## src/rtl/fp_format_pkg.sv

```systemverilog
`default_nettype none

package fp_format_pkg;

  ////////////////////
  // Format widths
  ////////////////////
  localparam int unsigned exp_w_fp32 = 8;
  localparam int unsigned exp_w_fp16 = 5;
  localparam int unsigned man_w_fp32 = 23;
  localparam int unsigned man_w_fp16 = 10;
  localparam int unsigned guard_w    = 4;    // Extra low bits from the divider

  // Exponent biases
  localparam int unsigned bias_fp32 = 127;
  localparam int unsigned bias_fp16 = 15;

  ////////////////////
  // Datapath vectors
  ////////////////////
  typedef logic        [man_w_fp32+guard_w:0]  man_ext_t;   // Hidden, fraction, guard
  typedef logic signed [exp_w_fp32+1:0]        exp_ext_t;   // Room for sign and carry
  typedef logic        [man_w_fp32:0]          man_norm_t;  // Hidden plus fraction
  typedef logic        [man_w_fp32+guard_w:0]  man_low_t;   // Shifted-out bits
  typedef logic        [exp_w_fp32-1:0]        exp_res_t;
  typedef logic        [31:0]                  result_t;

  // All-ones exponent per format, the infinity/NaN code
  localparam exp_ext_t exp_max_fp32 = exp_ext_t'(2 * bias_fp32 + 1);
  localparam exp_ext_t exp_max_fp16 = exp_ext_t'(2 * bias_fp16 + 1);

  localparam logic [man_w_fp32-1:0] qnan_man_fp32 = 23'h40_0000;  // Quiet bit only
  localparam exp_ext_t              exp_one       = 10'sd1;

endpackage

`default_nettype wire

```

## src/rtl/nrm_ctrl_pkg.sv

```systemverilog
`default_nettype none

package nrm_ctrl_pkg;

  ////////////////////
  // Rounding modes
  ////////////////////
  typedef logic [2:0] rm_t;
  localparam rm_t rm_nearest   = 3'd0;  // Ties to even
  localparam rm_t rm_trunc     = 3'd1;
  localparam rm_t rm_minus_inf = 3'd2;
  localparam rm_t rm_plus_inf  = 3'd3;  // Codes above 3 truncate

  // Format select
  typedef logic fmt_t;
  localparam fmt_t fmt_fp32 = 1'b0;
  localparam fmt_t fmt_fp16 = 1'b1;

  ////////////////////
  // Exception flags
  ////////////////////
  typedef logic [4:0] fflags_t;  // {NV, DZ, OF, UF, NX}
  localparam int unsigned fl_nv = 4;
  localparam int unsigned fl_dz = 3;
  localparam int unsigned fl_of = 2;
  localparam int unsigned fl_uf = 1;
  localparam int unsigned fl_nx = 0;

  // Result class decided before rounding
  typedef enum logic [1:0] {sc_none, sc_qnan, sc_inf, sc_zero} special_t;

endpackage

`default_nettype wire

```

## src/rtl/norm_round_unit.sv

```systemverilog
`timescale 1ns/10ps
`default_nettype none

module norm_round_unit (
  input  logic                    clk,
  input  logic                    rst,
  input  logic                    in_valid,
  input  fp_format_pkg::man_ext_t man_in,
  input  fp_format_pkg::exp_ext_t exp_in,
  input  logic                    sign_in,
  input  logic                    is_div,
  input  logic                    is_sqrt,
  input  logic                    inf_a,
  input  logic                    inf_b,
  input  logic                    zero_a,
  input  logic                    zero_b,
  input  logic                    nan_a,
  input  logic                    nan_b,
  input  logic                    snan,
  input  nrm_ctrl_pkg::rm_t       rm,
  input  nrm_ctrl_pkg::fmt_t      fmt,
  output logic                    out_valid,
  output fp_format_pkg::result_t  result,
  output nrm_ctrl_pkg::fflags_t   fflags
);
  import fp_format_pkg::*;
  import nrm_ctrl_pkg::*;

  // Classify to normalize, same cycle
  special_t  special_class;
  logic      special_sign;
  logic      flag_nv;
  logic      flag_dz;

  // Stage one to round
  logic      s1_valid;
  logic      s1_sign;
  man_norm_t s1_man;
  man_low_t  s1_low;
  exp_res_t  s1_exp;
  fmt_t      s1_fmt;
  rm_t       s1_rm;
  special_t  s1_class;
  fflags_t   s1_flags;

  nrm_classify nrm_classify_inst (
    .sign_in       (sign_in),
    .is_div        (is_div),
    .is_sqrt       (is_sqrt),
    .inf_a         (inf_a),
    .inf_b         (inf_b),
    .zero_a        (zero_a),
    .zero_b        (zero_b),
    .nan_a         (nan_a),
    .nan_b         (nan_b),
    .snan          (snan),
    .special_class (special_class),
    .special_sign  (special_sign),
    .flag_nv       (flag_nv),
    .flag_dz       (flag_dz)
  );

  nrm_normalize nrm_normalize_inst (
    .clk           (clk),
    .rst           (rst),
    .in_valid      (in_valid),
    .man_in        (man_in),
    .exp_in        (exp_in),
    .sign_in       (sign_in),
    .fmt           (fmt),
    .rm            (rm),
    .special_class (special_class),
    .special_sign  (special_sign),
    .flag_nv       (flag_nv),
    .flag_dz       (flag_dz),
    .s1_valid      (s1_valid),
    .s1_sign       (s1_sign),
    .s1_man        (s1_man),
    .s1_low        (s1_low),
    .s1_exp        (s1_exp),
    .s1_fmt        (s1_fmt),
    .s1_rm         (s1_rm),
    .s1_class      (s1_class),
    .s1_flags      (s1_flags)
  );

  nrm_round nrm_round_inst (
    .clk       (clk),
    .rst       (rst),
    .s1_valid  (s1_valid),
    .s1_sign   (s1_sign),
    .s1_man    (s1_man),
    .s1_low    (s1_low),
    .s1_exp    (s1_exp),
    .s1_fmt    (s1_fmt),
    .s1_rm     (s1_rm),
    .s1_class  (s1_class),
    .s1_flags  (s1_flags),
    .out_valid (out_valid),
    .result    (result),
    .fflags    (fflags)
  );

endmodule

`default_nettype wire

```

## src/rtl/nrm_classify.sv

```systemverilog
`timescale 1ns/10ps
`default_nettype none

module nrm_classify (
  input  logic                   sign_in,
  input  logic                   is_div,
  input  logic                   is_sqrt,
  input  logic                   inf_a,
  input  logic                   inf_b,
  input  logic                   zero_a,
  input  logic                   zero_b,
  input  logic                   nan_a,
  input  logic                   nan_b,
  input  logic                   snan,
  output nrm_ctrl_pkg::special_t special_class,
  output logic                   special_sign,
  output logic                   flag_nv,
  output logic                   flag_dz
);
  import nrm_ctrl_pkg::*;

  // Priority chain, first match wins
  always_comb
  begin
    special_class = sc_none;
    special_sign  = sign_in;   // Sign of inf and zero results
    flag_nv       = 1'b0;
    flag_dz       = 1'b0;

    if (nan_a || (nan_b && is_div))
    begin
      special_class = sc_qnan;
      special_sign  = 1'b0;    // Canonical NaN is positive
      flag_nv       = snan;    // Only a signalling input is invalid
    end
    else if (inf_a && is_div && inf_b)
    begin
      special_class = sc_qnan;  // inf / inf
      special_sign  = 1'b0;
      flag_nv       = 1'b1;
    end
    else if (inf_a && is_sqrt && sign_in)
    begin
      special_class = sc_qnan;  // sqrt(-inf)
      special_sign  = 1'b0;
      flag_nv       = 1'b1;
    end
    else if (inf_a)
    begin
      special_class = sc_inf;
    end
    else if (is_div && inf_b)
    begin
      special_class = sc_zero;  // x / inf, exact zero
    end
    else if (zero_a && is_div && zero_b)
    begin
      special_class = sc_qnan;  // 0 / 0
      special_sign  = 1'b0;
      flag_nv       = 1'b1;
    end
    else if (zero_a)
    begin
      special_class = sc_zero;  // Keeps sign, so sqrt(-0) = -0
    end
    else if (is_div && zero_b)
    begin
      special_class = sc_inf;
      flag_dz       = 1'b1;
    end
    else if (is_sqrt && sign_in)
    begin
      // Square root of a negative finite value
      special_class = sc_qnan;
      special_sign  = 1'b0;
      flag_nv       = 1'b1;
    end
  end

endmodule

`default_nettype wire

```

## src/rtl/nrm_normalize.sv

```systemverilog
`timescale 1ns/10ps
`default_nettype none

module nrm_normalize (
  input  logic                      clk,
  input  logic                      rst,
  input  logic                      in_valid,
  input  fp_format_pkg::man_ext_t   man_in,
  input  fp_format_pkg::exp_ext_t   exp_in,
  input  logic                      sign_in,
  input  nrm_ctrl_pkg::fmt_t        fmt,
  input  nrm_ctrl_pkg::rm_t         rm,
  input  nrm_ctrl_pkg::special_t    special_class,
  input  logic                      special_sign,
  input  logic                      flag_nv,
  input  logic                      flag_dz,
  output logic                      s1_valid,
  output logic                      s1_sign,
  output fp_format_pkg::man_norm_t  s1_man,
  output fp_format_pkg::man_low_t   s1_low,
  output fp_format_pkg::exp_res_t   s1_exp,
  output nrm_ctrl_pkg::fmt_t        s1_fmt,
  output nrm_ctrl_pkg::rm_t         s1_rm,
  output nrm_ctrl_pkg::special_t    s1_class,
  output nrm_ctrl_pkg::fflags_t     s1_flags
);
  import fp_format_pkg::*;
  import nrm_ctrl_pkg::*;

  localparam int unsigned hid_pos = man_w_fp32 + guard_w;  // Hidden bit of man_in
  localparam int unsigned nw      = $bits(man_norm_t);
  localparam int unsigned lw      = $bits(man_low_t);

  exp_ext_t                exp_max;   // Inf code of the selected format
  exp_ext_t                exp_dec;
  logic [$bits(exp_ext_t)-1:0] rs_amt;  // Right shift for negative exponents
  logic [nw+lw-1:0]        rs_vec;
  man_norm_t               man_nrm;
  man_low_t                low_nrm;
  exp_res_t                exp_nrm;
  logic                    of_nrm;
  logic                    uf_nrm;
  logic                    is_none;
  fflags_t                 flags_nrm;

  assign exp_max = (fmt == fmt_fp32) ? exp_max_fp32 : exp_max_fp16;
  assign exp_dec = exp_in - exp_one;
  assign rs_amt  = exp_one - exp_in;                   // 1 - e, shifts to denormal scale
  assign rs_vec  = {man_in, {nw{1'b0}}} >> rs_amt;     // Low part keeps the sticky source
  assign is_none = (special_class == sc_none);

  ////////////////////
  // Normalization
  ////////////////////
  always_comb
  begin
    // Default is 1.xxx, leading one already in place
    man_nrm = man_in[hid_pos -: nw];
    low_nrm = {man_in[guard_w-1:0], {(lw-guard_w){1'b0}}};
    exp_nrm = exp_in[exp_w_fp32-1:0];
    of_nrm  = 1'b0;
    uf_nrm  = 1'b0;

    if (exp_in == '0)
    begin
      // Exponent zero, one step down to denormal scale
      man_nrm = {1'b0, man_in[hid_pos -: nw-1]};
      low_nrm = {man_in[guard_w:0], {(lw-guard_w-1){1'b0}}};
      exp_nrm = '0;
      uf_nrm  = |man_in;   // All-zero mantissa is a plain zero
    end
    else if (exp_in == exp_one && !man_in[hid_pos])
    begin
      exp_nrm = '0;        // 0.1xx at exponent one is denormal
      uf_nrm  = 1'b1;
    end
    else if (exp_in < 0)
    begin
      {man_nrm, low_nrm} = rs_vec;
      exp_nrm = '0;
      uf_nrm  = 1'b1;
    end
    else if (exp_in > exp_max || (exp_in == exp_max && man_in[hid_pos]))
    begin
      // Past the format range, force infinity
      man_nrm = '0;
      low_nrm = '0;
      exp_nrm = '1;        // Round stage takes the low bits for FP16
      of_nrm  = 1'b1;
    end
    else if (!man_in[hid_pos])
    begin
      // 0.1xx, shift left one and take one off the exponent
      man_nrm = man_in[hid_pos-1 -: nw];
      low_nrm = {man_in[guard_w-2:0], {(lw-guard_w+1){1'b0}}};
      exp_nrm = exp_dec[exp_w_fp32-1:0];
    end
  end

  // Range flags only count for ordinary numbers
  always_comb
  begin
    flags_nrm        = '0;
    flags_nrm[fl_nv] = flag_nv;
    flags_nrm[fl_dz] = flag_dz;
    flags_nrm[fl_of] = of_nrm & is_none;
    flags_nrm[fl_uf] = uf_nrm & is_none;
  end

  ////////////////////
  // Stage one regs
  ////////////////////
  always_ff @(posedge clk)
  begin
    if (rst)
      s1_valid <= 1'b0;
    else
      s1_valid <= in_valid;
  end

  always_ff @(posedge clk)
  begin
    if (in_valid)
    begin
      s1_sign  <= is_none ? sign_in : special_sign;
      s1_man   <= man_nrm;
      s1_low   <= low_nrm;
      s1_exp   <= exp_nrm;
      s1_fmt   <= fmt;
      s1_rm    <= rm;
      s1_class <= special_class;
      s1_flags <= flags_nrm;   // NX filled in by the round stage
    end
  end

endmodule

`default_nettype wire

```

## src/rtl/nrm_round.sv

```systemverilog
`timescale 1ns/10ps
`default_nettype none

module nrm_round (
  input  logic                      clk,
  input  logic                      rst,
  input  logic                      s1_valid,
  input  logic                      s1_sign,
  input  fp_format_pkg::man_norm_t  s1_man,
  input  fp_format_pkg::man_low_t   s1_low,
  input  fp_format_pkg::exp_res_t   s1_exp,
  input  nrm_ctrl_pkg::fmt_t        s1_fmt,
  input  nrm_ctrl_pkg::rm_t         s1_rm,
  input  nrm_ctrl_pkg::special_t    s1_class,
  input  nrm_ctrl_pkg::fflags_t     s1_flags,
  output logic                      out_valid,
  output fp_format_pkg::result_t    result,
  output nrm_ctrl_pkg::fflags_t     fflags
);
  import fp_format_pkg::*;
  import nrm_ctrl_pkg::*;

  localparam int unsigned nw      = $bits(man_norm_t);
  localparam int unsigned lw      = $bits(man_low_t);
  localparam int unsigned f16_lsb = man_w_fp32 - man_w_fp16;  // FP16 lsb inside s1_man

  logic                  is_fp16;
  logic                  is_none;
  logic                  lsb;        // Lowest kept bit
  logic                  rnd_bit;    // First dropped bit
  logic                  sticky;     // OR of all dropped bits below it
  logic                  dropped;
  logic                  round_up;
  logic [nw:0]           man_inc;
  logic [nw:0]           man_up;     // One extra bit for the carry
  logic                  renorm;
  logic                  exp_inc;
  logic [man_w_fp32-1:0] frac_rnd;
  exp_res_t              exp_rnd;
  exp_res_t              exp_top;
  logic                  of_rnd;
  exp_res_t              exp_out;
  logic [man_w_fp32-1:0] frac_out;
  result_t               res_nxt;
  fflags_t               flags_nxt;

  assign is_fp16 = (s1_fmt == fmt_fp16);
  assign is_none = (s1_class == sc_none);

  ////////////////////
  // Round decision
  ////////////////////
  always_comb
  begin
    if (is_fp16)
    begin
      lsb     = s1_man[f16_lsb];
      rnd_bit = s1_man[f16_lsb-1];
      sticky  = (|s1_man[f16_lsb-2:0]) | (|s1_low);
    end
    else
    begin
      lsb     = s1_man[0];
      rnd_bit = s1_low[lw-1];
      sticky  = |s1_low[lw-2:0];
    end
  end

  assign dropped = rnd_bit | sticky;

  always_comb
  begin
    case (s1_rm)
      rm_nearest:   round_up = rnd_bit & (sticky | lsb);  // Ties go to even
      rm_trunc:     round_up = 1'b0;
      rm_plus_inf:  round_up = dropped & ~s1_sign;
      rm_minus_inf: round_up = dropped & s1_sign;
      default:      round_up = 1'b0;                      // Unused codes truncate
    endcase
  end

  // Increment lands on the lsb of the format
  always_comb
  begin
    man_inc = '0;
    if (is_fp16)
      man_inc[f16_lsb] = round_up;
    else
      man_inc[0] = round_up;
  end

  ////////////////////
  // Renormalize
  ////////////////////
  assign man_up   = {1'b0, s1_man} + man_inc;
  assign renorm   = man_up[nw];   // 1.11..1 rolled over to 10.00..0
  assign frac_rnd = renorm ? man_up[nw-1:1] : man_up[nw-2:0];

  // A denormal that rounds up into the hidden bit becomes the smallest normal
  assign exp_inc  = renorm | ((s1_exp == '0) & man_up[nw-1]);
  assign exp_rnd  = s1_exp + exp_res_t'(exp_inc);

  assign exp_top  = is_fp16 ? exp_res_t'(exp_max_fp16) : exp_res_t'(exp_max_fp32);
  assign of_rnd   = is_none & exp_inc & (exp_rnd == exp_top);   // Carry into inf

  ////////////////////
  // Pack and flags
  ////////////////////
  always_comb
  begin
    case (s1_class)
      sc_qnan:
      begin
        exp_out  = '1;
        frac_out = qnan_man_fp32;   // Top fraction bit, also right for FP16
      end
      sc_inf:
      begin
        exp_out  = '1;
        frac_out = '0;
      end
      sc_zero:
      begin
        exp_out  = '0;
        frac_out = '0;
      end
      default:
      begin
        exp_out  = exp_rnd;
        frac_out = frac_rnd;
      end
    endcase

    if (is_fp16)   // NaN-boxed half in the upper 16 bits
      res_nxt = {{16{1'b1}}, s1_sign, exp_out[exp_w_fp16-1:0],
                 frac_out[man_w_fp32-1 -: man_w_fp16]};
    else
      res_nxt = {s1_sign, exp_out, frac_out};
  end

  always_comb
  begin
    flags_nxt        = s1_flags;
    flags_nxt[fl_of] = s1_flags[fl_of] | of_rnd;
    flags_nxt[fl_nx] = (is_none & dropped) | flags_nxt[fl_of] | s1_flags[fl_uf];
  end

  ////////////////////
  // Output regs
  ////////////////////
  always_ff @(posedge clk)
  begin
    if (rst)
      out_valid <= 1'b0;
    else
      out_valid <= s1_valid;
  end

  always_ff @(posedge clk)
  begin
    if (s1_valid)   // Holds until the next item
    begin
      result <= res_nxt;
      fflags <= flags_nxt;
    end
  end

endmodule

`default_nettype wire
```

## config.mk

```make
export PLATFORM = sky130hd
export DESIGN_NAME = norm_round_unit
export DESIGN_NICKNAME = d
export VERILOG_FILES = /design/src/rtl/fp_format_pkg.sv /design/src/rtl/nrm_ctrl_pkg.sv /design/src/rtl/norm_round_unit.sv /design/src/rtl/nrm_classify.sv /design/src/rtl/nrm_normalize.sv /design/src/rtl/nrm_round.sv
export SDC_FILE = /design/constraint.sdc
export NUM_CORES = 1
export LEC_CHECK = 0
export BUFFER_PORTS_ARGS = -buffer_cell sky130_fd_sc_hd__buf_2
export CORE_UTILIZATION = 30
export DETAILED_ROUTE_END_ITERATION = 8
export PLACE_DENSITY_LB_ADDON = 0.25
export SLEW_MARGIN = 15
export SYNTH_ARGS = -nofsm -noshare
export SYNTH_HDL_FRONTEND = slang
export SYNTH_SLANG_ARGS = --single-unit
```

## constraint.sdc

```tcl
create_clock -name clk -period 13.3 [get_ports clk]
set_clock_uncertainty 0.05 [all_clocks]
set_input_delay 1.995 -clock clk [delete_from_list [all_inputs] [get_ports clk]]
set_output_delay 1.995 -clock clk [all_outputs]
set_load 0.01 [all_outputs]
```

==> summary.txt <==
STA
  • Fin crit period: 6170 ps
  • Crit share post-route: 46.4%
  • Setup WS post-layout: around 7100 ps
  • Final setup violation count: 0
  • Slew headroom: 31.8%
  • RSZ-0062 raised after global routing: no
  • Fmax: ~0.16 GHz
  • Worst-Margin Slew: 1020 ps
  • Max-slew violations: 0
  • Worst hold margin: 370 ps
  • Endpoints failing hold: 0
  • Setup TNS: 0 ps

Global route
  • GR Util met3: 3.35%
  • Initial antenna violation count: 0
  • Largest net degree at the start of global routing: 73
  • Vias in the first global route: 7516
  • Routing usage on met2: 29.5%
  • Global Route Usage Sum: 19.8%
  • Global routing usage on met1: between 20 and 30%
  • Gr ovfl total: 0
  • First-pass GRT wire length: 46100 um
  • Gr busiest metal: met2

Synthesis
  • Async SR Flop Fraction: 0%
  • Synthesis-stage register bit count: 110
  • Cell taking the most area after synthesis: edfxtp_1
  • Syn Area/Cell: 9.64 sq um
  • Post-synth cell types: 84
  • Top-area cell type share of the netlist area: 36.6%
  • Synth Net Count: 989
  • Dominant synthesized flop cell: edfxtp_1
  • Post-synthesis sequential area ratio: 37.0%
  • Mapped Area: 8870 sq um
  • Post-synth EDFFs: 108
  • Yosys warns: 0
  • Post-synthesis cell count: 920
  • Synth top area cells: edfxtp_1 (37%), mux2i_1 (6.7%), mux4_2 (5.6%)

Placement
  • HPWL Detailed: about 22000 um
  • Placer Congestion: roughly 0.96
  • Placed insts: between 1k and 1.5k
  • IO buf count: 92
  • Pre-CTS WS: 6860 ps
  • Post-placement cell area: 9570 sq um

Floorplanning
  • Die Area: 30200 sq um
  • Core ar.: between 20000 and 30000 sq um
  • Initial Util: 30.7%
  • Die width: 174 um
  • Ports: 93
  • Core Rows: 62
  • Die Ht: roughly 170 um

Detailed routing
  • DRC: 0
  • Post-route ant nets: 0
  • Final wirelength: 30100 um
  • Vias per cell: 5.79
  • Detailed-route via count: 7790
  • Routed len/inst: roughly 22 um
  • DR pass1 iterations: 5
  • DR iter-0 viols: 848

Power
  • Final total power: approximately 0.95 mW
  • Pwr Density: approximately 97 nW/um^2
  • Leak: about 3.6 nW
  • IR drop worst, VDD: 0.0583 mV

Critical path
  • Startpoint Class: input port
  • Reg2Reg Depth: 21
  • CP required: 13370 ps
  • WS Path Type: in2reg
  • R2R setup slack: 7300 ps
  • CP arrival: 6240 ps
  • Endpoint class of the critical path: register
  • Crit Reg-Reg Startpoint: nrm_normalize_inst.s1_fmt$_DFFE_PP_
  • FF-to-FF End: nrm_round_inst.fflags[2]$_DFFE_PP_
  • CP Max Fanout: 51

Clock network
  • Post-CTS Resized: 0
  • CTS Buffer Depth: 2
  • Clk slew on worst S/H paths: around 70 ps
  • Clk Latency, worst-skew pair: 360 ps
  • Hold_buf cts: 0
  • H-tree Lvls: 3
  • CTS tree: built
  • CTS root buf: clkbuf_16
  • Post-CTS setup buffers: 0
  • Sinks on the clock net: 110
  • Num CTS Buffers: 9

Cells and area
  • Area grow syn2layout: 11.0%
  • Non-filler cells in the finished layout: 1346
  • ANT cells: 0
  • Fraction of layout cells with a size suffix above 1: 20.2%
  • Design Area, Final: 9840 sq um
  • Reg area: between 3000 and 4000 sq um
  • # nets final: 1026
  • Multi-input logic area: 5180 sq um
  • Fill cell count: 3070
  • Fin util: 34.1%

Min path
  • Worst Hold Endpoint: nrm_round_inst.fflags[3]$_DFFE_PP_
  • Worst Hold Depth: 0
  • Hold path startpoint: nrm_normalize_inst.s1_flags[3]$_SDFFCE_PP0P_
  • Worst min path class: reg2reg

Status
  • Status: complete, no violations

Flow run
  • Max_cap viols: 0
per-layer routing:
| metal | routed length, um | share of wire [%] |
|---|---|---|
| met1 | 13300 | 44 |
| met2 | 13100 | 44 |
| met3 | 2520 | 8.4 |
| met4 | 1160 | 3.9 |
| met5 | 0 | 0 |
Yosys cell counts (all sizes together) (16+ instances only):
library cell  instances
clkbuf               40
nor2                 80
nand2                77
nor3                 32
mux2                 16
nor4                 22
mux2i                59
nand3                33
mux4                 22
a21oi                44
xor2                 24
edfxtp              108
o21ai                58
buf                  41
worst max-delay path, cell delays in order:
cell and delay, ps:
buf_2 70, buf_4 540, inv_1 270, ha_1 1040
clkinv_1 1070, nor3_1 400, a21oi_1 130, o31ai_1 270
a21oi_1 60, o21ai_0 360
final cells by class:
cell class | instances | share of cell area (%)
multi-input cells | 715 | 52.6
repair buffers | 107 | 5.82
clock inverters | 7 | 0.483
inverters | 14 | 0.534
flip-flops and latches | 110 | 33.4
clock buffers | 9 | 2.29
well taps | 384 | 4.88
state kept, by name, summed over array words and instances, names as in the netlist:
| register | count |
|---|---|
| nrm_normalize_inst.s1_fmt | 1 |
| nrm_normalize_inst.s1_sign | 1 |
| nrm_normalize_inst.s1_valid | 1 |
| nrm_normalize_inst.s1_flags | 4 |
| nrm_round_inst.fflags | 5 |
| nrm_normalize_inst.s1_class | 2 |
| nrm_normalize_inst.s1_man | 24 |
| nrm_round_inst.out_valid | 1 |
| nrm_normalize_inst.s1_rm | 3 |
| nrm_normalize_inst.s1_exp | 8 |
| nrm_normalize_inst.s1_low | 28 |
| nrm_round_inst.result | 32 |
where the power goes:
group | total, mW | switching (mW) | internal (mW)
registers | 0.432 | 0.0178 | 0.414
logic | 0.271 | 0.173 | 0.0979
clock network | 0.252 | 0.124 | 0.128
cell usage in the layout (no fill, tap or decap), types with 8 or more instances in the layout:
| cell | n |
|---|---|
| nand3_1 | 32 |
| and2_1 | 8 |
| nand2_1 | 77 |
| xnor2_1 | 12 |
| nor3_1 | 29 |
| o31ai_1 | 10 |
| o21ai_0 | 53 |
| a22oi_1 | 9 |
| ha_1 | 14 |
| nand4_1 | 13 |
| o22a_1 | 9 |
| edfxtp_1 | 108 |
| mux4_2 | 22 |
| nor2_1 | 79 |
| mux2i_1 | 59 |
| o21a_1 | 8 |
| mux2_2 | 16 |
| o22ai_1 | 13 |
| buf_4 | 15 |
| inv_1 | 13 |
| a21oi_1 | 44 |
| o221ai_1 | 12 |
| clkbuf_16 | 9 |
| nor4_1 | 20 |
| a31oi_1 | 9 |
| xor2_1 | 22 |
| buf_2 | 92 |
cells by family (layout without fill, tap and decap cells):
group | after synthesis | count (layout) | synth area share (%)
compound gates | 249 | 249 | 19.5
xor+xnor | 37 | 37 | 3.74
fa+ha+maj | 14 | 14 | 1.98
buf+inv | 95 | 137 | 4.93
flops | 110 | 110 | 37.0
mux | 97 | 97 | 14.3
simple gates | 318 | 318 | 18.5
how the worst max path moves through the flow:
stage / startpoint / to / depth (start not counted)
final: exp_in[1] / nrm_normalize_inst.s1_man[2]$_DFFE_PP_ / 10
after global placement: exp_in[1] / nrm_normalize_inst.s1_man[2]$_DFFE_PP_ / 10
after floorplan: nrm_normalize_inst.s1_man[2]$_DFFE_PP_ / nrm_round_inst.fflags[0]$_DFFE_PP_ / 23
after CTS: nrm_normalize_inst.s1_fmt$_DFFE_PP_ / nrm_round_inst.fflags[2]$_DFFE_PP_ / 21
after global routing: exp_in[1] / nrm_normalize_inst.s1_man[9]$_DFFE_PP_ / 9
after detailed placement: exp_in[1] / nrm_normalize_inst.s1_low[2]$_SDFFCE_PP0P_ / 8
(Power assumes the default switching activity.)
